--- src/imager_consts.svh ---
`ifndef IMAGER_CONSTS_SVH
`define IMAGER_CONSTS_SVH

// pixel value width
`define IMG_DATA_WIDTH 10

// row count and row configuration width
`define IMG_ROWS_WIDTH 12

// column count and column configuration width
`define IMG_COLS_WIDTH 12

// free running frame counter
`define IMG_FRAME_WIDTH 16

// per-frame pixel sum, wraps on overflow
`define IMG_SUM_WIDTH 32

`endif

--- src/imager_pkg.sv ---
package imager_pkg;

`include "imager_consts.svh"

   typedef logic [`IMG_DATA_WIDTH-1:0] pixel_t;

   typedef logic [`IMG_ROWS_WIDTH-1:0] row_t;
   typedef logic [`IMG_COLS_WIDTH-1:0] col_t;

   // raster counters carry one extra bit so active + virtual cannot overflow
   typedef logic [`IMG_ROWS_WIDTH:0] row_pos_t;
   typedef logic [`IMG_COLS_WIDTH:0] col_pos_t;

   typedef logic [`IMG_FRAME_WIDTH-1:0] frame_num_t;
   typedef logic [`IMG_SUM_WIDTH-1:0] frame_sum_t;

   // noise generator state and seed
   typedef logic [31:0] seed_t;

   // codes 6 and 7 are unused and produce black
   typedef enum logic [2:0] {
      PAT_NOISE       = 3'd0,
      PAT_ROW_RAMP    = 3'd1,
      PAT_COL_RAMP    = 3'd2,
      PAT_DIAG        = 3'd3,
      PAT_FRAME_CONST = 3'd4,
      PAT_FRAME_DIAG  = 3'd5
   } pattern_mode_e;

endpackage

--- src/raster_if.sv ---
`timescale 1ns/1ps

// raster position and decoded timing, one producer and several consumers
interface raster_if;

   // registered position inside the full raster
   imager_pkg::row_pos_t row;
   imager_pkg::col_pos_t col;

   imager_pkg::frame_num_t frame_num;

   // combinational decode of the current position
   logic fv_next;
   logic lv_next;

   modport source (
      output row,
      output col,
      output frame_num,
      output fv_next,
      output lv_next
   );

   modport sink (
      input row,
      input col,
      input frame_num,
      input fv_next,
      input lv_next
   );

endinterface

--- src/frame_monitor.sv ---
`timescale 1ns/1ps

module frame_monitor (
   input  logic                   clk,
   input  logic                   reset_n,
   input  imager_pkg::pixel_t     dat,
   input  logic                   fv,
   input  logic                   lv,
   output logic                   stats_valid,
   output imager_pkg::row_t       frame_lines,
   output imager_pkg::col_t       line_pixels,
   output imager_pkg::frame_sum_t frame_sum
);

   logic                   fv_d;
   logic                   lv_d;
   logic                   fv_rise;
   logic                   fv_fall;
   logic                   lv_rise;
   imager_pkg::row_t       line_cnt;
   imager_pkg::col_t       pix_cnt;
   imager_pkg::frame_sum_t sum_acc;
   imager_pkg::frame_sum_t dat_ext;

   assign fv_rise = fv && !fv_d;
   assign fv_fall = !fv && fv_d;
   assign lv_rise = lv && !lv_d;
   assign dat_ext = imager_pkg::frame_sum_t'(dat);

   always_ff @(posedge clk or negedge reset_n) begin
      if (!reset_n) begin
         fv_d     <= 1'b0;
         lv_d     <= 1'b0;
         line_cnt <= '0;
         pix_cnt  <= '0;
         sum_acc  <= '0;
      end else begin
         fv_d <= fv;
         lv_d <= lv;

         // lv may rise together with fv when there is no front porch
         if (fv_rise) begin
            line_cnt <= lv ? imager_pkg::row_t'(1) : '0;
            sum_acc  <= dat_ext;
         end else if (fv) begin
            if (lv_rise) begin
               line_cnt <= line_cnt + 1'b1;
            end
            sum_acc <= sum_acc + dat_ext;
         end

         // pixel count restarts on every line and holds through blanking
         if (lv_rise) begin
            pix_cnt <= imager_pkg::col_t'(1);
         end else if (lv) begin
            pix_cnt <= pix_cnt + 1'b1;
         end
      end
   end

   // publish at the end of the frame
   always_ff @(posedge clk or negedge reset_n) begin
      if (!reset_n) begin
         stats_valid <= 1'b0;
         frame_lines <= '0;
         line_pixels <= '0;
         frame_sum   <= '0;
      end else begin
         stats_valid <= fv_fall;
         if (fv_fall) begin
            frame_lines <= line_cnt;
            line_pixels <= pix_cnt;
            frame_sum   <= sum_acc;
         end
      end
   end

   a_stats_single: assert property (
      @(posedge clk) disable iff (!reset_n)
      stats_valid |=> !stats_valid
   );

   // incoming video never shows lv outside a frame
   a_lv_inside_fv: assert property (
      @(posedge clk) disable iff (!reset_n)
      lv |-> fv
   );

endmodule

--- src/imager_top.sv ---
`timescale 1ns/1ps

module imager_top (
   input  logic                   clk,
   input  logic                   reset_n,
   input  logic                   enable,
   input  logic [2:0]             mode,
   input  imager_pkg::row_t       num_active_rows,
   input  imager_pkg::row_t       num_virtual_rows,
   input  imager_pkg::col_t       num_active_cols,
   input  imager_pkg::col_t       num_virtual_cols,
   input  imager_pkg::seed_t      noise_seed,
   output imager_pkg::pixel_t     dat,
   output logic                   fv,
   output logic                   lv,
   output logic                   stats_valid,
   output imager_pkg::row_t       frame_lines,
   output imager_pkg::col_t       line_pixels,
   output imager_pkg::frame_sum_t frame_sum
);

   imager_pkg::pattern_mode_e mode_sel;
   imager_pkg::seed_t         noise;

   // unused codes pass through and select black in the generator
   assign mode_sel = imager_pkg::pattern_mode_e'(mode);

   raster_if raster ();

   raster_timing raster_timing_i (
      .clk              (clk),
      .reset_n          (reset_n),
      .enable           (enable),
      .num_active_rows  (num_active_rows),
      .num_virtual_rows (num_virtual_rows),
      .num_active_cols  (num_active_cols),
      .num_virtual_cols (num_virtual_cols),
      .raster           (raster.source)
   );

   noise_lfsr noise_lfsr_i (
      .clk        (clk),
      .reset_n    (reset_n),
      .noise_seed (noise_seed),
      .raster     (raster.sink),
      .noise      (noise)
   );

   pattern_gen pattern_gen_i (
      .clk     (clk),
      .reset_n (reset_n),
      .enable  (enable),
      .mode    (mode_sel),
      .noise   (noise),
      .raster  (raster.sink),
      .dat     (dat),
      .fv      (fv),
      .lv      (lv)
   );

   frame_monitor frame_monitor_i (
      .clk         (clk),
      .reset_n     (reset_n),
      .dat         (dat),
      .fv          (fv),
      .lv          (lv),
      .stats_valid (stats_valid),
      .frame_lines (frame_lines),
      .line_pixels (line_pixels),
      .frame_sum   (frame_sum)
   );

endmodule

--- src/noise_lfsr.sv ---
`timescale 1ns/1ps

module noise_lfsr (
   input  logic              clk,
   input  logic              reset_n,
   input  imager_pkg::seed_t noise_seed,
   raster_if.sink            raster,
   output imager_pkg::seed_t noise
);

   imager_pkg::seed_t state;
   logic              feedback;

   // xnor taps 32, 22, 2, 1
   assign feedback = ~(state[31] ^ state[21] ^ state[1] ^ state[0]);

   always_ff @(posedge clk or negedge reset_n) begin
      if (!reset_n) begin
         state <= 32'd1;
      end else if (!raster.fv_next) begin
         // restart the sequence in vertical blanking only for a fixed seed
         if (|noise_seed) begin
            state <= noise_seed;
         end
      end else if (raster.lv_next) begin
         state <= {state[30:0], feedback};
      end
   end

   assign noise = state;

endmodule

--- src/pattern_gen.sv ---
`timescale 1ns/1ps

module pattern_gen (
   input  logic                      clk,
   input  logic                      reset_n,
   input  logic                      enable,
   input  imager_pkg::pattern_mode_e mode,
   input  imager_pkg::seed_t         noise,
   raster_if.sink                    raster,
   output imager_pkg::pixel_t        dat,
   output logic                      fv,
   output logic                      lv
);

   imager_pkg::pixel_t row_pix;
   imager_pkg::pixel_t col_pix;
   imager_pkg::pixel_t frame_pix;
   imager_pkg::pixel_t noise_pix;
   imager_pkg::pixel_t dat_sel;

   // every pattern is taken modulo the pixel width
   assign row_pix   = imager_pkg::pixel_t'(raster.row);
   assign col_pix   = imager_pkg::pixel_t'(raster.col);
   assign frame_pix = imager_pkg::pixel_t'(raster.frame_num);
   assign noise_pix = imager_pkg::pixel_t'(noise);

   always_comb begin
      case (mode)
         imager_pkg::PAT_NOISE: begin
            dat_sel = noise_pix;
         end
         imager_pkg::PAT_ROW_RAMP: begin
            dat_sel = row_pix;
         end
         imager_pkg::PAT_COL_RAMP: begin
            dat_sel = col_pix;
         end
         imager_pkg::PAT_DIAG: begin
            dat_sel = row_pix + col_pix;
         end
         imager_pkg::PAT_FRAME_CONST: begin
            dat_sel = frame_pix;
         end
         imager_pkg::PAT_FRAME_DIAG: begin
            dat_sel = frame_pix + row_pix + col_pix;
         end
         default: begin
            dat_sel = '0;
         end
      endcase
   end

   // video leaves one cycle behind the raster position
   always_ff @(posedge clk or negedge reset_n) begin
      if (!reset_n) begin
         dat <= '0;
         fv  <= 1'b0;
         lv  <= 1'b0;
      end else if (!enable) begin
         dat <= '0;
         fv  <= 1'b0;
         lv  <= 1'b0;
      end else begin
         fv  <= raster.fv_next;
         lv  <= raster.lv_next;
         dat <= raster.lv_next ? dat_sel : '0;
      end
   end

   // blanking is always black on the wire
   a_dat_zero_blank: assert property (
      @(posedge clk) disable iff (!reset_n)
      !lv |-> (dat == '0)
   );

endmodule

--- src/raster_timing.sv ---
`timescale 1ns/1ps

module raster_timing (
   input  logic                clk,
   input  logic                reset_n,
   input  logic                enable,
   input  imager_pkg::row_t    num_active_rows,
   input  imager_pkg::row_t    num_virtual_rows,
   input  imager_pkg::col_t    num_active_cols,
   input  imager_pkg::col_t    num_virtual_cols,
   raster_if.source            raster
);

   imager_pkg::row_pos_t   row_q;
   imager_pkg::row_pos_t   next_row;
   imager_pkg::row_pos_t   total_rows;
   imager_pkg::col_pos_t   col_q;
   imager_pkg::col_pos_t   next_col;
   imager_pkg::col_pos_t   total_cols;
   imager_pkg::col_t       hblank_fp;
   imager_pkg::col_pos_t   lv_end;
   imager_pkg::frame_num_t frame_q;
   logic                   fv_dec;
   logic                   lv_dec;

   assign next_row   = row_q + 1'b1;
   assign next_col   = col_q + 1'b1;
   assign total_rows = {1'b0, num_active_rows} + {1'b0, num_virtual_rows};
   assign total_cols = {1'b0, num_active_cols} + {1'b0, num_virtual_cols};

   // half of the horizontal blanking sits before the active pixels
   assign hblank_fp = num_virtual_cols >> 1;
   assign lv_end    = {1'b0, num_active_cols} + {1'b0, hblank_fp};

   // vertical blanking follows the active rows
   assign fv_dec = (row_q < {1'b0, num_active_rows});
   assign lv_dec = fv_dec && (col_q >= {1'b0, hblank_fp}) && (col_q < lv_end);

   always_ff @(posedge clk or negedge reset_n) begin
      if (!reset_n) begin
         row_q   <= '0;
         col_q   <= '0;
         frame_q <= '0;
      end else if (!enable) begin
         // park at the top left corner, frame count is kept
         row_q <= '0;
         col_q <= '0;
      end else if (next_col >= total_cols) begin
         col_q <= '0;
         if (next_row >= total_rows) begin
            row_q   <= '0;
            frame_q <= frame_q + 1'b1;
         end else begin
            row_q <= next_row;
         end
      end else begin
         col_q <= next_col;
      end
   end

   assign raster.row       = row_q;
   assign raster.col       = col_q;
   assign raster.frame_num = frame_q;
   assign raster.fv_next   = fv_dec;
   assign raster.lv_next   = lv_dec;

   // an active pixel is always inside an active row
   a_lv_inside_fv: assert property (
      @(posedge clk) disable iff (!reset_n)
      lv_dec |-> fv_dec
   );

   // column counter never reaches the line length while running
   a_col_in_range: assert property (
      @(posedge clk) disable iff (!reset_n)
      enable |-> (col_q < total_cols)
   );

endmodule

--- config.mk ---
export PLATFORM = sky130hd
export DESIGN_NAME = imager_top
export DESIGN_NICKNAME = d
export VERILOG_FILES = /design/src/imager_pkg.sv /design/src/raster_if.sv /design/src/frame_monitor.sv /design/src/imager_top.sv /design/src/noise_lfsr.sv /design/src/pattern_gen.sv /design/src/raster_timing.sv
export VERILOG_INCLUDE_DIRS = /design/src
export SDC_FILE = /design/constraint.sdc
export NUM_CORES = 1
export LEC_CHECK = 0
export ABC_CLOCK_PERIOD_IN_PS = 4380
export BUFFER_PORTS_ARGS = -buffer_cell sky130_fd_sc_hd__buf_2
export CAP_MARGIN = 20
export CORE_MARGIN = 1.5
export CORE_UTILIZATION = 45
export CTS_BUF_LIST = sky130_fd_sc_hd__clkbuf_8
export CTS_CLUSTER_SIZE = 25
export DETAILED_ROUTE_END_ITERATION = 6
export HOLD_SLACK_MARGIN = 0.06
export PLACE_DENSITY = 0.62
export SYNTH_ARGS = -nofsm -noshare
export SYNTH_HDL_FRONTEND = slang
export SYNTH_SLANG_ARGS = --single-unit
--- constraint.sdc ---
create_clock -name clk -period 4.38 [get_ports clk]
set_clock_uncertainty 0.1 [all_clocks]
set_input_delay 0.657 -clock clk [delete_from_list [all_inputs] [get_ports clk]]
set_output_delay 0.657 -clock clk [all_outputs]
set_load 0.01 [all_outputs]
==> metrics <==
outcome finished clean; drt drc 0; worst setup path class primary input to flip-flop; CP Launch Type primary input; Avg Inst Size Synth 9.594 µm²; vias in the first global route 10.18k; CTS buffer count 17; Async SR Flop Fraction between 90% and 100%; metal2 WL 14190 µm; Max Cap Viol 0; min cycle time layout about 4200 ps; CTS Sinks 195; Die H 174.8 µm; Worst-Margin Slew 968.2 ps; antenna violations before repair 2; final hold violation count 0; sequential area share after synthesis between 30% and 40%; Main synth FF type dfrtp_1; DP Area between 0.01 and 0.015 mm²; First-pass DRT Iterations 5; I/O pin total 155; GRT overflow 0; DIE AREA 0.03057 mm²; clk root buf clkbuf_8; placer congestion estimate 0.8792; Synth Cell Area 0.01329 mm²; Slew headroom 35.16%; Finish-stage setup viols 0; synth warn 0; Syn Nets 1613; Lkg Pwr ~7.6 nW; global-route wire length before repair 50720 µm; worst hold path type primary input to async pin; worst-path maximum fanout 9; utilization after layout a little over half; overall routing resource usage between 20% and 30%; synthesis-to-finish area growth 13.76%; Synth Instances 1385; mean routed wirelength per cell 15.51 µm; Setup Fix Bufs, Post-CTS 0; std cell rows 62; crit path capture type flip-flop; number of port buffers 154; vias post-DR between 10k and 15k; RSZ-0062 raised after global routing no; fin crit share roughly 95%; EDFF count, synth 0; PD cells 259.2 mW/mm²; Unique masters post-synth between 70 and 80; register area 0.004881 mm²; commonest cells after routing, fill and taps aside dfrtp_1 (194), buf_2 (153), ha_1 (127); deepest clock path buffer count 2; #FFs+latches synth approximately 200; core area 0.02886 mm²; commonest non-fill, non-tap cell in the layout dfrtp_1; largest net degree at the start of global routing between 90 and 100; pins over their slew limit 0; uppermost layer routed met5; Starting Density 46.05%; setup_tns 0 ps; Crit path required time 4690 ps; DRT Wirelength 30170 µm; final net count 1777; Iteration-0 DRC Markers around 630; CTS tree built; peak supply drop 0.1601 mV; Multi-input gate area between 0.007 and 0.008 mm²; share of post-route cells with drive strength above 1 19.14%; fill count 2756; via/cell ratio 5.430; FMAX 240.7 MHz; Worst-path clk slew 140 ps; die width 174.8 µm; Metal-1 WL 14520 µm; Final ANT Viol Nets 0; met3 routed WL 1264 µm; H-tree depth 4; n_diodes 0; post-DP HPWL between 20000 and 25000 µm; Worst EP arrival 4460 ps; Design Area, Final 0.01512 mm²; clk_lat worst skew 480 ps
==> through the flow <==
stage                     hold WS, ps  power [mW]  worst slack [ps]  std cells
final                           97.00       3.918             226.1       1946
after floorplan                 261.4       2.395             184.1       1385
after detailed placement        370.1       2.648            -293.5       1914
after global placement          360.9       2.630            -117.9       1914
after global routing            150.0       4.142             31.82       1946
after CTS                       134.0       3.978             237.7       1946
==> logic make-up (layout without fill, tap and decap cells) <==
kind of cell / after synthesis / count (layout) / share of synthesized area [%]
flip-flops: 195 / 195 / 36.73
buffers and inverters: 126 / 303 / 3.738
AND/OR/NAND/NOR: 449 / 449 / 17.34
XOR/XNOR: 102 / 102 / 6.723
adder cells (fa/ha/maj): 142 / 142 / 14.22
multiplexers: 71 / 71 / 6.073
AO/OA/AOI/OAI: 300 / 300 / 15.18
==> final timing paths <==
path,slack [ps],startpoint,endpoint,cells past startpoint
worst max-delay path,230,num_active_cols[0],raster_timing_i.raster.row[3],21
worst min-delay path,100,reset_n,frame_monitor_i.frame_lines[9],1
worst max register to register,530,raster_timing_i.raster.col[3],raster_timing_i.raster.row[3],15
worst min register to register,400,frame_monitor_i.frame_sum[15],frame_monitor_i.frame_sum[15],2
max in group asynchronous,3160,reset_n,frame_monitor_i.frame_sum[26],2
min in group clk,360,enable,raster_timing_i.raster.row[2],2
==> per-layer routing <==
metal,GRT usage [%],vias to the layer above
met2,34.03,209
li1,-,5298
met3,2.894,16
met4,3.597,2
met5,0,-
met1,28.49,5042
==> critical path, cell delays in order <==
cell and delay (ps):
buf_2 90, ha_1 180, inv_1 60, fa_1 400, nor2b_1 140, o21ai_0 110
a21boi_0 180, o21a_1 140, o21ai_0 110, a21oi_1 240, xnor2_1 160, ha_1 270
a21o_1 160, a211o_1 330, a2111oi_4 340, a21oi_2 130, buf_4 180, nor2b_1 210
buf_4 220, nand2_1 60, o21ai_0 90
==> synthesized netlist by cell type (27+ instances only) <==
| master | n | area share (%) |
|---|---|---|
| nand2_1 | 94 | 2.7 |
| a221o_1 | 32 | 2.4 |
| nor2_1 | 111 | 3.1 |
| and2_1 | 45 | 2.1 |
| o21ai_0 | 75 | 2.8 |
| nand3_1 | 41 | 1.5 |
| dfrtp_1 | 194 | 37 |
| nor2b_1 | 27 | 1.3 |
| a21oi_1 | 69 | 2.6 |
| ha_1 | 127 | 12 |
| mux2_2 | 49 | 4.2 |
| inv_1 | 81 | 2.3 |
| xnor2_1 | 56 | 3.7 |
| xor2_1 | 46 | 3.0 |
==> final cells by class <==
type                    instances  share of cell area [%]
clock buffers                  17                   1.548
clock inverters                15                   1.465
inverters                      81                   2.011
multi-input cells            1064                   52.40
flip-flops and latches        195                   32.29
well taps                     384                   3.179
repair buffers                190                   7.110
==> flip-flops by register name (all words and copies together), names as in the netlist <==
signal	count
noise_lfsr_i.noise	32
pattern_gen_i.dat	10
pattern_gen_i.lv	1
frame_monitor_i.lv_d	1
raster_timing_i.raster.frame_num	10
frame_monitor_i.stats_valid	1
frame_monitor_i.line_cnt	12
frame_monitor_i.pix_cnt	12
frame_monitor_i.fv_d	1
frame_monitor_i.sum_acc	32
raster_timing_i.raster.col	13
pattern_gen_i.fv	1
frame_monitor_i.frame_sum	32
raster_timing_i.raster.row	13
frame_monitor_i.frame_lines	12
frame_monitor_i.line_pixels	12
==> repair_timing <==
item | CTS | global route
endpoints found under the setup margin | 0 | 35
hold buffers | 0 | 0
gates resized for setup | 0 | 1
endpoints found under the hold margin | 0 | 0
==> where the power goes <==
group          switching [mW]  internal [mW]
sequential             0.0617           1.87
combinational           0.369          0.311
clock                   0.834          0.474
total                    1.26           2.65
(Power assumes the default switching activity.)
